**config.mk**
```make
export PLATFORM = sky130hd
export DESIGN_NAME = cart_loader_top
export DESIGN_NICKNAME = d
export VERILOG_FILES = /design/src/common/cart_pkg.sv /design/src/logic/download_pacer.sv /design/src/logic/cart_header_scan.sv /design/src/logic/region_select.sv /design/src/logic/cheat_code_loader.sv /design/src/backup/bram_sequencer.sv /design/src/logic/cart_loader_top.sv
export SDC_FILE = /design/constraint.sdc
export NUM_CORES = 1
export LEC_CHECK = 0
export BUFFER_PORTS_ARGS = -buffer_cell sky130_fd_sc_hd__buf_2
export CAP_MARGIN = 5
export CORE_MARGIN = 10
export CORE_UTILIZATION = 56
export DETAILED_ROUTE_END_ITERATION = 10
export PLACE_DENSITY = 0.85
export RECOVER_POWER = 50
export SYNTH_ARGS = -nofsm -noshare
export SYNTH_HDL_FRONTEND = slang
export SYNTH_SLANG_ARGS = --single-unit
```
**constraint.sdc**
```tcl
create_clock -name clk_sys -period 8.9 [get_ports clk_sys]
set_input_delay 0.89 -clock clk_sys [delete_from_list [all_inputs] [get_ports clk_sys]]
set_output_delay 0.89 -clock clk_sys [all_outputs]
set_load 0.1 [all_outputs]
```
**src/common/cart_pkg.sv**
```systemverilog
// Shared widths, header offsets, product code lists and the cheat code layout for the cart loader
package cart_pkg;

	localparam int ADDR_W = 25; // Download address width

	////////////////////////////////////////
	// Cartridge header byte addresses
	////////////////////////////////////////
	localparam int unsigned HDR_REGION_ADDR    = 'h1F0;
	localparam int unsigned HDR_REGION2_ADDR   = 'h1F2;
	localparam int unsigned HDR_END_ADDR       = 'h200; // Header fully written
	localparam int unsigned PRODUCT_ADDR_FIRST = 'h182; // High byte only
	localparam int unsigned PRODUCT_ADDR_LAST  = 'h18A; // Low byte only
	localparam int unsigned PRODUCT_CHECK_ADDR = 'h18C;

	typedef logic [63:0] product_code_t; // Eight ASCII characters

	// Console region encoding
	localparam logic [1:0] REGION_JP = 2'd0;
	localparam logic [1:0] REGION_US = 2'd1;
	localparam logic [1:0] REGION_EU = 2'd2;

	localparam logic [7:0] CODE_INDEX = 8'hFF; // Cheat stream download index

	////////////////////////////////////////
	// Product codes needing special handling
	////////////////////////////////////////
	localparam product_code_t SRAM_CODES [5] = '{
		"T-081276", "T-81406 ", "T-081586", "T-81576 ", "T-81476 "
	};
	localparam product_code_t EEPROM_CODES [9] = '{
		"MK-1215 ", "G-4060  ", "00001211", "MK-1228 ", "G-5538  ",
		"00004076", "T-12046 ", "T-12053 ", "G-4524  "
	};
	localparam product_code_t SVP_CODES [2] = '{"MK-1229 ", "G-7001  "}; // Needs SVP, no backup
	localparam product_code_t FMBUSY_CODES [3] = '{"T-35036 ", "T-25073 ", "MK-1137-"};

	// Cheat code, filled as half-word slots and read as big endian fields
	typedef union packed {
		logic [7:0][15:0] slot;
		struct packed {
			logic [31:0] flags;
			logic [31:0] address;
			logic [31:0] compare;
			logic [31:0] replace;
		} field;
	} gg_code_u;

endpackage

```
**src/logic/download_pacer.sv**
```systemverilog
// Splits the host download into cart and cheat streams and paces ROM writes toward both memories
`timescale 1ns/10ps

module download_pacer #(
	parameter int ADDR_W = cart_pkg::ADDR_W
) (
	input  logic              clk_sys,
	input  logic              RESET,
	input  logic              ioctl_download,
	input  logic [7:0]        ioctl_index,
	input  logic              ioctl_wr,
	input  logic [ADDR_W-1:0] ioctl_addr,
	input  logic              sdrom_wrack,
	input  logic              ddrom_wrack,
	output logic              cart_load,
	output logic              code_load,
	output logic              ioctl_wait,
	output logic              rom_wr,
	output logic [ADDR_W-1:0] rom_size
);

	logic code_index;
	logic old_load;

	assign code_index = (ioctl_index == cart_pkg::CODE_INDEX);
	assign cart_load  = ioctl_download & ~code_index;
	assign code_load  = ioctl_download & code_index;

	// Each write flips rom_wr, memories echo it back when done
	always_ff @(posedge clk_sys) begin
		if (RESET) begin
			ioctl_wait <= 1'b0;
			rom_wr     <= 1'b0;
			old_load   <= 1'b0;
		end else begin
			old_load <= cart_load;
			if (cart_load && ioctl_wr) begin
				ioctl_wait <= 1'b1;
				rom_wr     <= ~rom_wr;
			end else if (ioctl_wait && (rom_wr == sdrom_wrack) && (rom_wr == ddrom_wrack)) begin
				ioctl_wait <= 1'b0; // Both memories caught up
			end
		end
	end

	always_ff @(posedge clk_sys) begin
		if (old_load && !cart_load) rom_size <= ioctl_addr; // Last address of the image
	end

	// Host must honour the wait before the next ROM word
	a_no_write_in_wait: assert property (@(posedge clk_sys) disable iff (RESET)
		ioctl_wait |-> !(cart_load && ioctl_wr));

endmodule

```
**src/logic/cart_header_scan.sv**
```systemverilog
// Watches cart header writes for region letters and the product code, and raises quirk flags
`timescale 1ns/10ps

module cart_header_scan #(
	parameter int ADDR_W = cart_pkg::ADDR_W
) (
	input  logic              clk_sys,
	input  logic              RESET,
	input  logic              cart_load,
	input  logic              ioctl_wr,
	input  logic [ADDR_W-1:0] ioctl_addr,
	input  logic [15:0]       ioctl_data,
	output logic              hdr_j,
	output logic              hdr_u,
	output logic              hdr_e,
	output logic              hdr_ready,
	output logic              sram_quirk,
	output logic              eeprom_quirk,
	output logic              svp_quirk,
	output logic              fmbusy_quirk
);

	logic                    old_load;
	logic                    hdr_wr;
	logic [7:0]              lo_byte;
	logic [7:0]              hi_byte;
	logic [3:0]              hrgn;
	cart_pkg::product_code_t cart_id;
	logic                    sram_hit;
	logic                    eeprom_hit;
	logic                    svp_hit;
	logic                    fmbusy_hit;

	assign hdr_wr  = cart_load & ioctl_wr;
	assign lo_byte = ioctl_data[7:0];
	assign hi_byte = ioctl_data[15:8];
	assign hrgn    = lo_byte[3:0] - 4'd7; // 'A'..'F' folded onto 10..15

	////////////////////////////////////////
	// Region flags
	////////////////////////////////////////
	always_ff @(posedge clk_sys) begin
		if (RESET) begin
			{hdr_j, hdr_u, hdr_e} <= 3'b000;
			hdr_ready <= 1'b0;
			old_load  <= 1'b0;
		end else begin
			old_load <= cart_load;
			if (!old_load && cart_load) {hdr_j, hdr_u, hdr_e} <= 3'b000;
			if (old_load && !cart_load) hdr_ready <= 1'b0;

			if (hdr_wr) begin
				if (ioctl_addr == ADDR_W'(cart_pkg::HDR_REGION_ADDR)) begin
					if (lo_byte == "J") hdr_j <= 1'b1;
					else if (lo_byte == "U") hdr_u <= 1'b1;
					else if (lo_byte == "E") hdr_e <= 1'b1;
					else if (lo_byte >= "0" && lo_byte <= "9")
						{hdr_e, hdr_u, hdr_j} <= {lo_byte[3], lo_byte[2], lo_byte[0]};
					else if (lo_byte >= "A" && lo_byte <= "F")
						{hdr_e, hdr_u, hdr_j} <= {hrgn[3], hrgn[2], hrgn[0]};
				end
				if (ioctl_addr == ADDR_W'(cart_pkg::HDR_REGION2_ADDR)) begin
					if (lo_byte == "J") hdr_j <= 1'b1; // Letters only here
					else if (lo_byte == "U") hdr_u <= 1'b1;
					else if (lo_byte == "E") hdr_e <= 1'b1;
				end
				if (ioctl_addr == ADDR_W'(cart_pkg::HDR_REGION_ADDR)) begin
					if (hi_byte == "J") hdr_j <= 1'b1;
					else if (hi_byte == "U") hdr_u <= 1'b1;
					else if (hi_byte == "E") hdr_e <= 1'b1;
				end
				if (ioctl_addr == ADDR_W'(cart_pkg::HDR_END_ADDR)) hdr_ready <= 1'b1;
			end
		end
	end

	////////////////////////////////////////
	// Product code, stored as it reads
	////////////////////////////////////////
	always_ff @(posedge clk_sys) begin
		if (hdr_wr) begin
			if (ioctl_addr == ADDR_W'(cart_pkg::PRODUCT_ADDR_FIRST))
				cart_id[63:56] <= hi_byte;
			if (ioctl_addr == ADDR_W'(cart_pkg::PRODUCT_ADDR_FIRST + 2))
				cart_id[55:40] <= {lo_byte, hi_byte};
			if (ioctl_addr == ADDR_W'(cart_pkg::PRODUCT_ADDR_FIRST + 4))
				cart_id[39:24] <= {lo_byte, hi_byte};
			if (ioctl_addr == ADDR_W'(cart_pkg::PRODUCT_ADDR_FIRST + 6))
				cart_id[23:8] <= {lo_byte, hi_byte};
			if (ioctl_addr == ADDR_W'(cart_pkg::PRODUCT_ADDR_LAST))
				cart_id[7:0] <= lo_byte;
		end
	end

	always_comb begin
		sram_hit   = 1'b0;
		eeprom_hit = 1'b0;
		svp_hit    = 1'b0;
		fmbusy_hit = 1'b0;
		for (int i = 0; i < $size(cart_pkg::SRAM_CODES); i++)
			if (cart_id == cart_pkg::SRAM_CODES[i]) sram_hit = 1'b1;
		for (int i = 0; i < $size(cart_pkg::EEPROM_CODES); i++)
			if (cart_id == cart_pkg::EEPROM_CODES[i]) eeprom_hit = 1'b1;
		for (int i = 0; i < $size(cart_pkg::SVP_CODES); i++)
			if (cart_id == cart_pkg::SVP_CODES[i]) svp_hit = 1'b1;
		for (int i = 0; i < $size(cart_pkg::FMBUSY_CODES); i++)
			if (cart_id == cart_pkg::FMBUSY_CODES[i]) fmbusy_hit = 1'b1;
	end

	always_ff @(posedge clk_sys) begin
		if (RESET) begin
			{sram_quirk, eeprom_quirk, svp_quirk, fmbusy_quirk} <= 4'b0000;
		end else begin
			if (!old_load && cart_load)
				{sram_quirk, eeprom_quirk, svp_quirk, fmbusy_quirk} <= 4'b0000;
			if (hdr_wr && ioctl_addr == ADDR_W'(cart_pkg::PRODUCT_CHECK_ADDR))
				{sram_quirk, eeprom_quirk, svp_quirk, fmbusy_quirk}
					<= {sram_hit, eeprom_hit, svp_hit, fmbusy_hit};
		end
	end

endmodule

```
**src/logic/region_select.sv**
```systemverilog
// Picks the console region once the header is in, from the flags or from the download index
`timescale 1ns/10ps

module region_select (
	input  logic       clk_sys,
	input  logic       RESET,
	input  logic       hdr_ready,
	input  logic       hdr_j,
	input  logic       hdr_u,
	input  logic       hdr_e,
	input  logic       auto_region_off,
	input  logic       manual_region,
	input  logic [1:0] region_priority,
	input  logic [7:0] ioctl_index,
	output logic [1:0] region_req,
	output logic       region_set
);

	logic old_ready;

	always_ff @(posedge clk_sys) begin
		if (RESET) begin
			region_set <= 1'b0;
			old_ready  <= 1'b0;
		end else begin
			old_ready <= hdr_ready;
			if (!auto_region_off && !old_ready && hdr_ready) begin
				if (manual_region) begin
					region_set <= |ioctl_index; // Region comes from the file entry
					region_req <= ioctl_index[7:6];
				end else begin
					region_set <= 1'b1;
					case (region_priority)
						2'd0: if (hdr_u) region_req <= cart_pkg::REGION_US; // US>EU>JP
							else if (hdr_e) region_req <= cart_pkg::REGION_EU;
							else if (hdr_j) region_req <= cart_pkg::REGION_JP;
							else region_req <= cart_pkg::REGION_US;
						2'd1: if (hdr_e) region_req <= cart_pkg::REGION_EU; // EU>US>JP
							else if (hdr_u) region_req <= cart_pkg::REGION_US;
							else if (hdr_j) region_req <= cart_pkg::REGION_JP;
							else region_req <= cart_pkg::REGION_EU;
						2'd2: if (hdr_u) region_req <= cart_pkg::REGION_US; // US>JP>EU
							else if (hdr_j) region_req <= cart_pkg::REGION_JP;
							else if (hdr_e) region_req <= cart_pkg::REGION_EU;
							else region_req <= cart_pkg::REGION_US;
						default: if (hdr_j) region_req <= cart_pkg::REGION_JP; // JP>US>EU
							else if (hdr_u) region_req <= cart_pkg::REGION_US;
							else if (hdr_e) region_req <= cart_pkg::REGION_EU;
							else region_req <= cart_pkg::REGION_JP;
					endcase
				end
			end
			if (old_ready && !hdr_ready) region_set <= 1'b0; // Load finished
		end
	end

endmodule

```
**src/logic/cheat_code_loader.sv**
```systemverilog
// Builds one cheat code from eight half-word writes of the cheat stream and strobes it out
`timescale 1ns/10ps

module cheat_code_loader (
	input  logic               clk_sys,
	input  logic               RESET,
	input  logic               code_load,
	input  logic               ioctl_wr,
	input  logic [3:0]         ioctl_addr,
	input  logic [15:0]        ioctl_data,
	output cart_pkg::gg_code_u gg_code,
	output logic               gg_strobe,
	output logic               gg_reset
);

	logic       code_wr;
	logic [2:0] slot_sel;

	assign code_wr = code_load & ioctl_wr & ~ioctl_addr[0];

	// Bottom half-word of each field arrives first
	assign slot_sel = {~ioctl_addr[3:2], ioctl_addr[1]};

	always_ff @(posedge clk_sys) begin
		if (code_wr) gg_code.slot[slot_sel] <= ioctl_data;
	end

	always_ff @(posedge clk_sys) begin
		if (RESET) begin
			gg_strobe <= 1'b0;
			gg_reset  <= 1'b0;
		end else begin
			gg_strobe <= code_wr && (ioctl_addr == 4'd14); // Replace top word completes it
			gg_reset  <= code_wr && (ioctl_addr == 4'd0);
		end
	end

	a_strobe_single: assert property (@(posedge clk_sys) disable iff (RESET)
		gg_strobe |=> !gg_strobe);

endmodule

```
**src/backup/bram_sequencer.sv**
```systemverilog
// Runs the backup RAM sector loop, asking the storage host to read or write each sector
`timescale 1ns/10ps

module bram_sequencer #(
	parameter int SECTOR_BITS = 7
) (
	input  logic        clk_sys,
	input  logic        RESET,
	input  logic        cart_load,
	input  logic        svp_quirk,
	input  logic        img_mounted,
	input  logic        img_readonly,
	input  logic        bk_load,
	input  logic        bk_save,
	input  logic        sd_ack,
	input  logic [63:0] img_size,
	output logic [31:0] sd_lba,
	output logic        sd_rd,
	output logic        sd_wr,
	output logic        bk_busy,
	output logic        bk_loading
);

	logic bk_ena;
	logic old_load_cart;
	logic old_load;
	logic old_save;
	logic old_ack;
	logic req_edge;
	logic cart_done;

	assign req_edge  = (~old_load & bk_load) | (~old_save & bk_save);
	assign cart_done = old_load_cart & ~cart_load & |img_size;

	////////////////////////////////////////
	// Backup enable
	////////////////////////////////////////
	always_ff @(posedge clk_sys) begin
		if (RESET) begin
			bk_ena <= 1'b0;
		end else begin
			if (!old_load_cart && cart_load) bk_ena <= 1'b0;
			// Save file is mounted by the end of the download
			if (cart_load && img_mounted && !img_readonly && !svp_quirk) bk_ena <= 1'b1;
		end
	end

	////////////////////////////////////////
	// Sector loop
	////////////////////////////////////////
	always_ff @(posedge clk_sys) begin
		if (RESET) begin
			old_load_cart <= 1'b0;
			old_load      <= 1'b0;
			old_save      <= 1'b0;
			old_ack       <= 1'b0;
			sd_rd         <= 1'b0;
			sd_wr         <= 1'b0;
			bk_busy       <= 1'b0;
			bk_loading    <= 1'b0;
		end else begin
			old_load_cart <= cart_load;
			old_load      <= bk_load;
			old_save      <= bk_save;
			old_ack       <= sd_ack;

			if (!old_ack && sd_ack) {sd_rd, sd_wr} <= 2'b00; // Host took the request

			if (!bk_busy) begin
				if (bk_ena && req_edge) begin
					bk_busy    <= 1'b1;
					bk_loading <= bk_load;
					sd_lba     <= 32'd0;
					sd_rd      <= bk_load;
					sd_wr      <= ~bk_load;
				end
				if (bk_ena && cart_done) begin // Restore the save after a new cart
					bk_busy    <= 1'b1;
					bk_loading <= 1'b1;
					sd_lba     <= 32'd0;
					sd_rd      <= 1'b1;
					sd_wr      <= 1'b0;
				end
			end else if (old_ack && !sd_ack) begin
				if (&sd_lba[SECTOR_BITS-1:0]) begin
					bk_busy    <= 1'b0;
					bk_loading <= 1'b0;
				end else begin
					sd_lba <= sd_lba + 32'd1;
					sd_rd  <= bk_loading;
					sd_wr  <= ~bk_loading;
				end
			end
		end
	end

	a_rd_wr_exclusive: assert property (@(posedge clk_sys) disable iff (RESET)
		!(sd_rd && sd_wr));

endmodule

```
**src/logic/cart_loader_top.sv**
```systemverilog
// Top of the cartridge loading path, ties the pacer, header scan, region, cheat and backup blocks
`timescale 1ns/10ps

module cart_loader_top #(
	parameter int ADDR_W      = cart_pkg::ADDR_W,
	parameter int SECTOR_BITS = 7
) (
	input  logic               clk_sys,
	input  logic               RESET,
	// Host download
	input  logic               ioctl_download,
	input  logic [7:0]         ioctl_index,
	input  logic               ioctl_wr,
	input  logic [ADDR_W-1:0]  ioctl_addr,
	input  logic [15:0]        ioctl_data,
	output logic               ioctl_wait,
	// ROM memories
	output logic               rom_wr,
	input  logic               sdrom_wrack,
	input  logic               ddrom_wrack,
	output logic [ADDR_W-1:0]  rom_size,
	// Region options
	input  logic               auto_region_off,
	input  logic               manual_region,
	input  logic [1:0]         region_priority,
	output logic [1:0]         region_req,
	output logic               region_set,
	// Cart quirks
	output logic               sram_quirk,
	output logic               eeprom_quirk,
	output logic               svp_quirk,
	output logic               fmbusy_quirk,
	// Cheats
	output cart_pkg::gg_code_u gg_code,
	output logic               gg_strobe,
	output logic               gg_reset,
	// Backup RAM storage host
	input  logic               img_mounted,
	input  logic               img_readonly,
	input  logic [63:0]        img_size,
	input  logic               bk_load,
	input  logic               bk_save,
	input  logic               sd_ack,
	output logic [31:0]        sd_lba,
	output logic               sd_rd,
	output logic               sd_wr,
	output logic               bk_busy,
	output logic               bk_loading
);

	logic cart_load;
	logic code_load;
	logic hdr_j;
	logic hdr_u;
	logic hdr_e;
	logic hdr_ready;

	download_pacer #(.ADDR_W(ADDR_W)) u_pacer (
		.clk_sys(clk_sys), .RESET(RESET),
		.ioctl_download(ioctl_download), .ioctl_index(ioctl_index),
		.ioctl_wr(ioctl_wr), .ioctl_addr(ioctl_addr),
		.sdrom_wrack(sdrom_wrack), .ddrom_wrack(ddrom_wrack),
		.cart_load(cart_load), .code_load(code_load),
		.ioctl_wait(ioctl_wait), .rom_wr(rom_wr), .rom_size(rom_size)
	);

	cart_header_scan #(.ADDR_W(ADDR_W)) u_hdr (
		.clk_sys(clk_sys), .RESET(RESET), .cart_load(cart_load),
		.ioctl_wr(ioctl_wr), .ioctl_addr(ioctl_addr), .ioctl_data(ioctl_data),
		.hdr_j(hdr_j), .hdr_u(hdr_u), .hdr_e(hdr_e), .hdr_ready(hdr_ready),
		.sram_quirk(sram_quirk), .eeprom_quirk(eeprom_quirk),
		.svp_quirk(svp_quirk), .fmbusy_quirk(fmbusy_quirk)
	);

	region_select u_region (
		.clk_sys(clk_sys), .RESET(RESET), .hdr_ready(hdr_ready),
		.hdr_j(hdr_j), .hdr_u(hdr_u), .hdr_e(hdr_e),
		.auto_region_off(auto_region_off), .manual_region(manual_region),
		.region_priority(region_priority), .ioctl_index(ioctl_index),
		.region_req(region_req), .region_set(region_set)
	);

	cheat_code_loader u_cheat (
		.clk_sys(clk_sys), .RESET(RESET), .code_load(code_load),
		.ioctl_wr(ioctl_wr), .ioctl_addr(ioctl_addr[3:0]), .ioctl_data(ioctl_data),
		.gg_code(gg_code), .gg_strobe(gg_strobe), .gg_reset(gg_reset)
	);

	bram_sequencer #(.SECTOR_BITS(SECTOR_BITS)) u_bram (
		.clk_sys(clk_sys), .RESET(RESET), .cart_load(cart_load),
		.svp_quirk(svp_quirk), .img_mounted(img_mounted), .img_readonly(img_readonly),
		.bk_load(bk_load), .bk_save(bk_save), .sd_ack(sd_ack), .img_size(img_size),
		.sd_lba(sd_lba), .sd_rd(sd_rd), .sd_wr(sd_wr),
		.bk_busy(bk_busy), .bk_loading(bk_loading)
	);

endmodule

```
==> results of run 1 <==
==> per-layer routing <==
metal / up-vias / wire length (um) / global-route usage (%) / share of wire, %
met5: - / 0 / 0 / 0
met4: 0 / 878 / 7.596 / 2.5
met3: 84 / 4298 / 7.464 / 12
met2: 642 / 17760 / 44.68 / 50
met1: 4120 / 12600 / 32.54 / 35
li1: 3714 / - / - / -
==> cell type report <==
class | count | share of cell area [%]
Inverter | 8 | 0.2190
Clock buffer | 28 | 4.801
Sequential cell | 274 | 58.34
Antenna cell | 1 | 0.01825
Clock inverter | 20 | 1.424
Timing Repair Buffer | 337 | 11.09
Multi-Input combinational cell | 463 | 21.69
Tap cell | 265 | 2.419
==> path summary, 6_finish.rpt <==
| path | slack, ns | endpoint |
|---|---|---|
| max reg2reg | 6.07 | u_hdr.eeprom_quirk |
| min | 0.48 | u_hdr.fmbusy_quirk |
| max | 5.48 | u_hdr.cart_id[27] |
| min reg2reg | 0.48 | u_hdr.fmbusy_quirk |
==> cell families after synthesis <==
kind of cell	count (synthesis)	share of synthesized area, %
AOI/OAI and AO/OA	80	4.904
xor gates and xnor gates	26	2.061
adders and majority gates	1	0.1132
buffers and inverters	21	0.7247
DFF	274	72.39
muxes	2	0.1925
and+or+nand+nor	354	19.62
==> tightest hold or removal path, delay by kind of cell, from the launching register on <==
kind	cells	cell delay [ns]
DFF	1	0.31
and+or+nand+nor	2	0.11
==> state kept, by name, summed over array words and instances (netlist names), 2 cells and up <==
signal and cells:
u_bram.sd_lba 32, u_pacer.rom_size 25, u_hdr.cart_id 64, u_region.region_req 2, u_cheat.gg_code 128
==> metrics by stage <==
| step | hold WS (ns) | cell area, sq um | instances |
|---|---|---|---|
| floorplan | 0.4532 | 11050 | 758 |
| global placement | 0.4432 | 13050 | 1347 |
| detailed placement | 0.4674 | 13050 | 1347 |
| CTS | 0.4789 | 13900 | 1395 |
| global route | 0.5074 | 13710 | 1395 |
| finish | 0.4764 | 13710 | 1396 |
==> layout by cell type (no fill, tap or decap), types with 5 or more instances in the layout <==
cell type  Yosys  layout
a21boi_0       7       7
a21oi_1       15      14
a31oi_1        7       7
and2_0         0      13
and2_1        28      15
and3_1         8       8
and4_1         8       8
buf_2          1     177
buf_4          0       9
clkbuf_1      11     153
clkbuf_16      0      26
clkinv_1       0       5
clkinv_2       0       6
dfxtp_1       23      23
edfxtp_1     251     251
inv_1          8       8
nand2_1       46      46
nand2b_1      12      12
nand3_1       27      27
nand3b_1       6       6
nand4_1       29      29
nand4b_1       5       5
nor2_1        38      38
nor2b_1       12      12
nor3_1        21      21
nor3b_1       12      12
nor4_1        34      34
nor4b_1       11      11
nor4bb_1      11      11
o21ai_0       19      20
or2_2          7       7
or3_1         13      13
or4_1          5       5
xnor2_1       17      17
xor2_1         9       9
==> power breakdown <==
part           internal [mW]  switching [mW]
Combinational         0.0395           0.129
Clock                  0.627           0.478
Sequential              1.41         0.00869
Total                   2.08           0.616
==> cells in the mapped netlist, drive strengths merged, types with 13 or more instances <==
| library cell | count | area share [%] |
|---|---|---|
| a21oi | 15 | 0.68 |
| nor2 | 38 | 1.3 |
| nor4 | 35 | 2.0 |
| xnor2 | 17 | 1.3 |
| or3 | 13 | 0.74 |
| edfxtp | 251 | 68 |
| dfxtp | 23 | 4.2 |
| nand3 | 27 | 1.2 |
| nor3 | 21 | 0.95 |
| nand4 | 29 | 1.6 |
| o21ai | 20 | 0.91 |
| and2 | 28 | 1.6 |
| nand2 | 46 | 1.6 |
==> metrics.sh, run 1 <==
STATUS='finished clean'
CTS_RESIZED=0
POST_SYNTH_INSTANCE_AREA_SQ_UM=11050
DETAILEDROUTE.FIRSTITERATIONVIOLATIONS=1005
WORSTSKEWPAIRLATENCY_NS=0.53
CTS_BUFFER_DEPTH=3
TRITONCTS.NUM_BUFFERS=26
WORST_PATH_LARGEST_CELL_DELAY_NS=1.00
WIRELENGTH_MM=35.54
FLOORPLAN.ROWS=51
SYNTH-EDFF-COUNT=251
POST-ROUTE-MIN-PERIOD_NS=3.416
CP_MAX_FO=16
CTS_NUM_SINKS=274
CORE_AREA_SQ_UM=19460
HTREEDEPTH=1
SYN_AVG_CELL_AREA_SQ_UM=14.58
NUMBER_OF_NETS_IN_THE_SYNTHESIZED_NETLIST=887
SETUP.WORST_PATH.END_CLASS='flop'
SLOWEST_STAGE='nor2_1'
TIMING.MAX_SLEW.REL_SLACK_PCT=8.619
IR_WORST_VDD_mV=0.1977
WORST_CLOCK_SKEW_NS=0.008234
TOTALNEGATIVESETUPSLACK_NS=0
FILLER_CELL_COUNT=1316
WHS_PATH_DEPTH=2
SYNTH_FLOP_CELL='edfxtp_1'
CTS_TREE='done'
IOPINCOUNT=328
SYNTH-SEQ-CELLS=274
DRTANTENNAVIOLNETS=0
TIMING.CRITICAL_PATH.BUF_INV=1
CRITICAL_PATH_DEPTH=6
DP_HPWL_MM=24.64
GRT_ANTENNA_BEFORE_REPAIR=0
AVGROUTEDWIREPERCELL_UM=25.46
DRIVE_GT1_SHARE_PCT=22.39
NETLIST-CELL-TYPE-COUNT=64
RSZ0062_AT_GRT='false'
GP_CONGESTION=0.9343
GRT_MAX_DEGREE=43
FINAL.SETUP.WORST_SLACK_NS=5.484
TIMING.HOLD.WORST.START='u_hdr.fmbusy_quirk'
PLACEMENT.SETUP.WORST_SLACK_NS=4.995
PORT_BUFFERS=327
GRT_FIRST_PASS_WIRELENGTH_MM=53.16
P_PER_AREA_nW_PER_UM2=196.7
SETUP.WORST_PATH.START_CLASS='input pin'
DETAILEDROUTE.FIRSTPASSITERATIONCOUNT=6
YS.WARNINGS.COUNT=0
ROOT_BUFFER_CELL='clkbuf_16'
FIN_TOTAL_PWR_mW=2.696
SETUP_VIOL_COUNT_FINAL=0
FINAL_HOLD_VIOLATING_ENDPOINTS=0
WORST-SETUP-PATH-TYPE='in -> reg'
CTS_SETUP_BUFFERS=0
LAYOUT.AREA.SEQ_SQ_UM=7998
DIE_WIDTH_UM=160.5
INITIAL_UTILIZATION_PCT=56.77
FIN_CRIT_SH_PCT=38.38
CRITICAL_PATH.CELL_CHAIN='clkbuf_1 > or4_1 > nor4_2 > and3_1 > nand4_1 > nor2_1'
DRC_ERRORS=0
VIASPERCELL=6.132
ASYNC_RESET_FF_SHARE_PCT=0
SYNTH-SEQ-AREA-SHARE_PCT=72.39
FINISH.UTILIZATION_PCT=70.44
CRITICAL_PATH_ORIGIN='ioctl_addr[18]'
WORST_PIN_SLEW_NS=1.371
SYNTHCELLS=758
TIMING_MAX_TRANSITION_VIOLATIONS_FINAL=0
NNETSFINAL=1239
GRTUSAGETOTAL_PCT=26.45
DATA_REQUIRED_TIME_OF_THE_WORST_PATH_NS=9.04
CTS.REPORTEDPATHS.CLKPINSLEW_NS=0.06
R2R.WORST_PATH.CELLS=6
TIMING.MAX_CAP.VIOLATIONS=0
ARRIVAL_NS=3.56
ACHIEVABLE-FREQUENCY_MHz=292.7
AREA_OF_THE_MULTI_INPUT_GATES_SQ_UM=2974
GRT_PASS1_VIAS=8534
CRIT_FAMILY='simple AND/OR/NAND/NOR gates'
MIN-DELAY-PATH-CLASS='reg -> reg'
DETAILROUTE.VIA_COUNT=8560
LAYOUT-AREA-OVERHEAD-VS-SYNTH_PCT=24.09
POWER.STATIC_LEAKAGE_nW=4.615
GR-TOTAL-OVERFLOW=0
DIE_AREA_SQ_UM=25750
CTSHOLDBUFFERS=0
DIE_Y_UM=160.5
R2R_START='u_hdr.cart_id[23]'
(Power assumes the default switching activity.)
==> inputs of run 2 (changes only) <==
--- a/config.mk
+++ b/config.mk
@@ -8,9 +8,9 @@
 export BUFFER_PORTS_ARGS = -buffer_cell sky130_fd_sc_hd__buf_2
 export CAP_MARGIN = 5
 export CORE_MARGIN = 10
-export CORE_UTILIZATION = 56
+export CORE_UTILIZATION = 52
 export DETAILED_ROUTE_END_ITERATION = 10
-export PLACE_DENSITY = 0.85
+export PLACE_DENSITY = 0.79
 export RECOVER_POWER = 50
 export SYNTH_ARGS = -nofsm -noshare
 export SYNTH_HDL_FRONTEND = slang
==> constraint.sdc (replaced) <==
create_clock -name clk_sys -period 3.4 [get_ports clk_sys]
set_input_delay 0.34 -clock clk_sys [delete_from_list [all_inputs] [get_ports clk_sys]]
set_output_delay 0.34 -clock clk_sys [all_outputs]
set_load 0.1 [all_outputs]
==> run 2 against run 1 <==
Utilization is 3.6 points lower. First-iteration DRC count is 7.2% lower. Clock skew is 0.0069 ns higher. Die area is 6.7% higher. Hold slack worse by 0.44 ns. Clock power grew to 2.7 times the previous value. Largest cell class unchanged.
==> metrics.sh, run 2 (synthesized netlist as in run 1, its figures left out) <==
PLACEMENT.SETUP.WORST_SLACK_NS=0.4983  # was 4.995 ns
STATUS='finished clean'  # unchanged
CP_MAX_FO=8  # was 16
CTS_RESIZED=0  # unchanged
CTS_BUFFER_DEPTH=3  # unchanged
CTS_SETUP_BUFFERS=0  # unchanged
VIASPERCELL=5.897  # was 6.132
DIE_AREA_SQ_UM=27480  # was 25750 sq um
SLOWEST_STAGE='or4_1'  # was nor2_1
DETAILROUTE.VIA_COUNT=8462  # was 8560
IR_WORST_VDD_mV=0.4502  # was 0.1977 mV
WORST_PIN_SLEW_NS=1.421  # was 1.371 ns
GRT_FIRST_PASS_WIRELENGTH_MM=52.74  # was 53.16 mm
GRT_MAX_DEGREE=35  # was 43
FINAL.SETUP.WORST_SLACK_NS=0.5178  # was 5.484 ns
DRIVE_GT1_SHARE_PCT=23.99  # was 22.39%
CTS_TREE='done'  # unchanged
TRITONCTS.NUM_BUFFERS=28  # was 26
INITIAL_UTILIZATION_PCT=52.72  # was 56.77%
TIMING_MAX_TRANSITION_VIOLATIONS_FINAL=0  # unchanged
RSZ0062_AT_GRT='false'  # unchanged
WORST_CLOCK_SKEW_NS=0.01508  # was 0.008234 ns
CORE_AREA_SQ_UM=20960  # was 19460 sq um
GRTUSAGETOTAL_PCT=24.08  # was 26.45%
MOSTFREQUENTLAYOUTCELLS='251 x edfxtp_1, 193 x buf_2, 141 x clkbuf_1, 46 x nand2_1, 38 x nor2_1'  # was 251 x edfxtp_1, 177 x buf_2, 153 x clkbuf_1, 46 x nand2_1, 38 x nor2_1
NNETSFINAL=1268  # was 1239
TOTALNEGATIVESETUPSLACK_NS=0  # unchanged
LAYOUT.CELLS.MOST_COMMON='edfxtp_1'  # unchanged
SETUP.WORST_PATH.START_CLASS='input pin'  # unchanged
WORST_PATH_LARGEST_CELL_DELAY_NS=0.63  # was 1.00 ns
POWER.STATIC_LEAKAGE_nW=4.810  # was 4.615 nW
GRT_ANTENNA_BEFORE_REPAIR=1  # was 0
DIE_WIDTH_UM=165.8  # was 160.5 um
DRC_ERRORS=0  # unchanged
CRITICAL_PATH.CELL_CHAIN='dlygate4sd3_1 > clkbuf_1 > or4_1 > nor4b_1 > nand4_1 > nor2_1'  # was clkbuf_1 > or4_1 > nor4_2 > and3_1 > nand4_1 > nor2_1
HTREEDEPTH=1  # unchanged
POST-ROUTE-MIN-PERIOD_NS=2.882
DP_HPWL_MM=24.26  # was 24.64 mm
ACHIEVABLE-FREQUENCY_MHz=347.0
DATA_REQUIRED_TIME_OF_THE_WORST_PATH_NS=3.57  # was 9.04 ns
FLOORPLAN.ROWS=53  # was 51
IOPINCOUNT=328  # unchanged
AVGROUTEDWIREPERCELL_UM=24.16  # was 25.46 um
DETAILEDROUTE.FIRSTPASSITERATIONCOUNT=6  # unchanged
WORST-SETUP-PATH-TYPE='in -> reg'  # unchanged
TIMING.MAX_CAP.VIOLATIONS=0  # unchanged
LARGEST_REGISTER_FF_COUNT=128  # unchanged
CTS.REPORTEDPATHS.CLKPINSLEW_NS=0.06  # about the same
ARRIVAL_NS=3.05  # was 3.56 ns
DRTANTENNAVIOLNETS=0  # unchanged
PORT_BUFFERS=327  # unchanged
ROOT_BUFFER_CELL='clkbuf_16'  # unchanged
FIN_CRIT_SH_PCT=84.77
FINAL.HOLD.WORST_SLACK_NS=0.03232  # was 0.4764 ns
FINISH.INSTANCE_AREA_SQ_UM=14000  # was 13710 sq um
WORSTSKEWPAIRLATENCY_NS=0.54  # was 0.53 ns
FINISH.UTILIZATION_PCT=66.83  # was 70.44%
FINAL_HOLD_VIOLATING_ENDPOINTS=0  # unchanged
MIN-DELAY-PATH-CLASS='in -> reg'  # was reg -> reg
DETAILEDROUTE.FIRSTITERATIONVIOLATIONS=933  # was 1005
SETUP_VIOL_COUNT_FINAL=0  # unchanged
CRIT_FAMILY='simple AND/OR/NAND/NOR gates'  # unchanged
P_PER_AREA_nW_PER_UM2=508.5  # was 196.7 nW/um^2
TIMING.MAX_SLEW.REL_SLACK_PCT=5.299  # was 8.619%
GR-TOTAL-OVERFLOW=0  # unchanged
CTS_NUM_SINKS=274  # unchanged
TIMING.CRITICAL_PATH.BUF_INV=2  # was 1
SETUP.WORST_PATH.END_CLASS='flop'  # unchanged
DIE_Y_UM=165.8  # was 160.5 um
GP_CONGESTION=0.9654  # was 0.9343
LAYOUT-AREA-OVERHEAD-VS-SYNTH_PCT=26.75  # was 24.09%
WIRELENGTH_MM=34.67  # was 35.54 mm
POST_DP_CELL_AREA_SQ_UM=13140  # was 13050 sq um
GRT_PASS1_VIAS=8701  # was 8534
-- run 2: changes by cell type in the layout (fill, tap and decap cells not counted), moves of 2 or more --
cell           previous run  this run
clkbuf_16                26        29
and2_0                   13         4
clkinvlp_4                3         1
clkbuf_1                153       141
and2_1                   15        24
buf_2                   177       193
buf_4                     9        18
dlygate4sd3_1             0        16
-- run 2: final timing paths --
path              depth (start not counted)  slack, ns                 end          startpoint
setup / recovery                          6       0.52    u_hdr.cart_id[1]      ioctl_addr[13]
setup reg to reg                          6       1.05  u_hdr.eeprom_quirk   u_hdr.cart_id[33]
hold reg to reg                           2       0.46  u_hdr.fmbusy_quirk  u_hdr.fmbusy_quirk
hold / removal                            2       0.03     u_bram.old_save             bk_save
-- run 2: layer usage --
metal	global-route usage [%]	part of all wire [%]
met1	28.95	37
met2	40.74	49
met3	7.643	11
met4	6.818	2.7
met5	0	0
-- run 2: worst reg2reg max path, delay by kind of cell, from the launching register on --
kind               cells  cell delay, ns
and+or+nand+nor        3            1.17
AOI/OAI and AO/OA      3            0.62
DFF                    1            0.46
-- run 2: timing repair --
item | 4_1_cts | 5_1_grt
endpoints found under the hold margin | 16 | 0
endpoints found under the setup margin | 0 | 0
hold buffers | 16 | 0
-- run 2: stage by stage --
| step | std cells | power [mW] |
|---|---|---|
| after CTS | 1434 | 7.142 |
| after floorplan | 758 | 4.047 |
| after global placement | 1368 | 4.233 |
| after detailed placement | 1368 | 4.240 |
| final | 1435 | 7.121 |
| after global routing | 1435 | 7.289 |
-- run 2: area by class of cell --
cell class                      count  area (sq um)
Clock buffer                       33         740.7
Tap cell                          275         344.1
Timing Repair Buffer              364          1775
Sequential cell                   274          7998
Inverter                            8         30.03
Multi-Input combinational cell    463          2974
Antenna cell                        1         2.502
Clock inverter                     17         138.9
Fill cell                        1522          6952
-- run 2: where the power goes --
| part | leakage, nW | internal [mW] | switching [mW] | total, mW |
|---|---|---|---|---|
| clock | 0.435 | 1.70 | 1.24 | 2.94 |
| combinational | 1.92 | 0.117 | 0.338 | 0.455 |
| sequential | 2.46 | 3.70 | 0.0226 | 3.73 |
==> inputs of run 3 (changes only) <==
--- a/config.mk
+++ b/config.mk
@@ -8,9 +8,9 @@
 export BUFFER_PORTS_ARGS = -buffer_cell sky130_fd_sc_hd__buf_2
 export CAP_MARGIN = 5
 export CORE_MARGIN = 10
-export CORE_UTILIZATION = 52
+export CORE_UTILIZATION = 47
 export DETAILED_ROUTE_END_ITERATION = 10
-export PLACE_DENSITY = 0.79
+export PLACE_DENSITY = 0.76
 export RECOVER_POWER = 50
 export SYNTH_ARGS = -nofsm -noshare
 export SYNTH_HDL_FRONTEND = slang
==> constraint.sdc (replaced) <==
create_clock -name clk_sys -period 2.4 [get_ports clk_sys]
set_input_delay 0.24 -clock clk_sys [delete_from_list [all_inputs] [get_ports clk_sys]]
set_output_delay 0.24 -clock clk_sys [all_outputs]
set_load 0.1 [all_outputs]
==> run 3 against run 2 <==
Clock skew grew 0.0028 ns. Combinational power grew 47%. Register-to-register slack lost 0.95 ns. Setup slack lost 0.44 ns. Die area grew 9.3%. Clock power grew 47%. Total power grew 44%. Final area grew 5.1%. Sequential cell count is the same. Global-route usage shrank 0.76 points. Hold slack gained 0.0019 ns. Utilization shrank 3.8 points. Critical path type unchanged. Critical endpoint is now u_hdr.hdr_u. Largest cell class unchanged. Highest routed layer unchanged.
==> metrics.sh, run 3 (synthesized netlist as in run 1, its figures left out) <==
PLACEMENT.SETUP.WORST_SLACK_NS=-0.04548  # was 0.4983 ns
DRTANTENNAVIOLNETS=0  # unchanged
INTERNAL-POWER_mW=7.989  # was 5.525 mW
DATA_REQUIRED_TIME_OF_THE_WORST_PATH_NS=2.80  # was 3.57 ns
SLOWEST_STAGE='dlygate4sd3_1'  # was or4_1
WORSTSKEWPAIRLATENCY_NS=0.54  # about the same
CRITICAL_PATH.CELL_CHAIN='dlygate4sd3_1 > buf_2 > or4b_4 > or4_4 > and4_4 > and4b_4 > a211oi_2 > o22ai_1'  # was dlygate4sd3_1 > clkbuf_1 > or4_1 > nor4b_1 > nand4_1 > nor2_1
SETUP_VIOL_COUNT_FINAL=0  # unchanged
LAYOUT.CELLS.MOST_COMMON='edfxtp_1'  # unchanged
SETUP.REG_TO_REG.WORST_SLACK_NS=0.10  # was 1.05 ns
SW_FRAC_OF_TOTAL_PCT=22.18  # was 22.42%
DRC_ERRORS=0  # unchanged
WIRELENGTH_MM=36.43  # was 34.67 mm
ROOT_BUFFER_CELL='clkbuf_16'  # unchanged
GR-TOTAL-OVERFLOW=0  # unchanged
DRIVE_GT1_SHARE_PCT=26.63  # was 23.99%
HTREEDEPTH=1  # unchanged
FLOORPLAN.ROWS=56  # was 53
LARGEST_REGISTER_FF_COUNT=128  # unchanged
ACHIEVABLE-FREQUENCY_MHz=431.5
DP_HPWL_MM=25.83  # was 24.26 mm
DETAILROUTE.VIA_COUNT=8711  # was 8462
R2R_START='u_hdr.cart_id[19]'  # was u_hdr.cart_id[33]
P_PER_AREA_nW_PER_UM2=697.6  # was 508.5 nW/um^2
R2R.WORST_PATH.CELLS=6  # unchanged
GRT_PASS1_VIAS=8927  # was 8701
STATUS='finished clean'  # unchanged
AVGROUTEDWIREPERCELL_UM=23.82  # was 24.16 um
POWER.STATIC_LEAKAGE_nW=5.061  # was 4.810 nW
CORE_AREA_SQ_UM=23330  # was 20960 sq um
MIN-DELAY-PATH-CLASS='in -> reg'  # unchanged
MOSTFREQUENTLAYOUTCELLS='251 x edfxtp_1, 191 x buf_2, 153 x clkbuf_1, 46 x nand2_1, 37 x buf_4'  # was 251 x edfxtp_1, 193 x buf_2, 141 x clkbuf_1, 46 x nand2_1, 38 x nor2_1
SETUP.WORST_PATH.END_CLASS='flop'  # unchanged
FINAL_HOLD_VIOLATING_ENDPOINTS=0  # unchanged
CTS_BUFFER_DEPTH=3  # unchanged
RR_ENDPOINT='u_hdr.eeprom_quirk'  # unchanged
TIMING.MAX_CAP.VIOLATIONS=0  # unchanged
SETUP.WORST_PATH.START_CLASS='input pin'  # unchanged
DIE_Y_UM=173.3  # was 165.8 um
IOPINCOUNT=328  # unchanged
FINAL.SETUP.WORST_SLACK_NS=0.08244  # was 0.5178 ns
GRT_FIRST_PASS_WIRELENGTH_MM=55.09  # was 52.74 mm
IR_WORST_VDD_mV=1.195  # was 0.4502 mV
GRT_ANTENNA_BEFORE_REPAIR=1  # unchanged
LAYOUT-AREA-OVERHEAD-VS-SYNTH_PCT=33.19  # was 26.75%
FIN_CRIT_SH_PCT=96.57
GRTUSAGETOTAL_PCT=23.31  # was 24.08%
TIMING.CRITICAL_PATH.BUF_INV=2  # unchanged
TIMING_MAX_TRANSITION_VIOLATIONS_FINAL=0  # unchanged
RSZ0062_AT_GRT='false'  # unchanged
FILLER_CELL_COUNT=1766  # was 1522
CTS_NUM_SINKS=274  # unchanged
WORST_PATH_LARGEST_CELL_DELAY_NS=0.54  # was 0.63 ns
CRIT_FAMILY='simple AND/OR/NAND/NOR gates'  # unchanged
NNETSFINAL=1318  # was 1268
TRITONCTS.NUM_BUFFERS=27  # was 28
DETAILEDROUTE.FIRSTPASSITERATIONCOUNT=6  # unchanged
CP_MAX_FO=6  # was 8
TIMING.CRITICAL_PATH.TO='u_hdr.hdr_u'  # was u_hdr.cart_id[1]
WORST_CLOCK_SKEW_NS=0.01789  # was 0.01508 ns
CTS.REPORTEDPATHS.CLKPINSLEW_NS=0.06  # about the same
CTS_TREE='done'  # unchanged
PART_OF_THE_POWER_IN_REGISTERS_PCT=51.4  # was 52.3%
GRT_MAX_DEGREE=42  # was 35
DETAILEDROUTE.FIRSTITERATIONVIOLATIONS=876  # was 933
STDCELL_COUNT=1529  # was 1435
DP.CELLS=1450  # was 1368
POST-ROUTE-MIN-PERIOD_NS=2.318
INITIAL_UTILIZATION_PCT=47.35  # was 52.72%
GP_CONGESTION=0.9198  # was 0.9654
TOTALNEGATIVESETUPSLACK_NS=0  # unchanged
POWER_FRAC_COMB_PCT=6.5  # was 6.4%
TIMING.MAX_SLEW.REL_SLACK_PCT=15.36  # was 5.299%
DIE_AREA_SQ_UM=30040  # was 27480 sq um
POWER_FRAC_CLOCK_PCT=42.0  # was 41.3%
ARRIVAL_NS=2.72  # was 3.05 ns
SWITCHINGPOWER_mW=2.277  # was 1.596 mW
CRITICAL_PATH_ORIGIN='ioctl_data[5]'  # was ioctl_addr[13]
WORST-SETUP-PATH-TYPE='in -> reg'  # unchanged
PORT_BUFFERS=327  # unchanged
DIE_WIDTH_UM=173.3  # was 165.8 um
VIASPERCELL=5.697  # was 5.897
WORST_PIN_SLEW_NS=1.275  # was 1.421 ns
CRITICAL_PATH_DEPTH=8  # was 6
## run 3: routing by layer
metal	track usage (%)	part of all wire, %
met3	9.170	13
met5	0	0
met2	38.08	49
met1	27.70	36
met4	7.618	2.6
## run 3: worst min-delay path by stage
| stage | startpoint | end | slack, ns | depth (start not counted) |
|---|---|---|---|---|
| after global routing | sd_ack | u_bram.old_ack | 0.03 | 2 |
| final | sd_ack | u_bram.old_ack | 0.03 | 2 |
| after global placement | ioctl_addr[13] | u_pacer.rom_size[13] | 0.43 | 1 |
| after detailed placement | ioctl_addr[18] | u_pacer.rom_size[18] | 0.43 | 1 |
| after CTS | ioctl_data[6] | u_hdr.cart_id[22] | 0.02 | 1 |
| after floorplan | ioctl_data[0] | u_cheat.gg_code[0] | 0.34 | 0 |
## run 3: final cells by class
| type | count | area, sq um | area share, % |
|---|---|---|---|
| flip-flops and latches | 274 | 7998 | 54.35 |
| diodes | 1 | 2.502 | 0.01701 |
| clock inverters | 14 | 173.9 | 1.182 |
| repair buffers | 415 | 2291 | 15.57 |
| inverters | 8 | 30.03 | 0.2041 |
| clock buffers | 35 | 725.7 | 4.932 |
| multi-input cells | 463 | 3095 | 21.04 |
| well taps | 319 | 399.1 | 2.712 |
## run 3: stage by stage
stage / util (%) / cell area (sq um) / power [mW] / hold WS (ns)
4_1_cts: 63.79 / 14880 / 10.27 / 0.01969
5_1_grt: 63.07 / 14720 / 10.51 / 0.02992
3_3_place_gp: 58.73 / 13700 / 6.011 / 0.4274
6_report: 63.07 / 14720 / 10.27 / 0.03418
3_5_place_dp: 58.73 / 13700 / 6.022 / 0.4309
2_1_floorplan: - / 11150 / 5.737 / 0.3389
## run 3: power groups by stage
stage	registers, mW	clock network [mW]	logic (mW)
final	5.28	4.32	0.671
after global routing	5.28	4.52	0.710
after CTS	5.28	4.31	0.684
after detailed placement	5.38	0	0.644
after global placement	5.38	0	0.634
after floorplan	5.60	0	0.137
## run 3: worst register-to-register path, delay by kind of cell, from the launching register on
kind | cells | cell delay [ns]
AOI/OAI and AO/OA | 4 | 0.89
and+or+nand+nor | 1 | 0.69
DFF | 1 | 0.42
buffers and inverters | 1 | 0.18
## run 3: repair_timing
item	in CTS	in global routing
hold buffers	28	0
buffers inserted	0	1
setup endpoints to repair	0	34
endpoints found under the hold margin	28	0
gates resized for setup	0	9
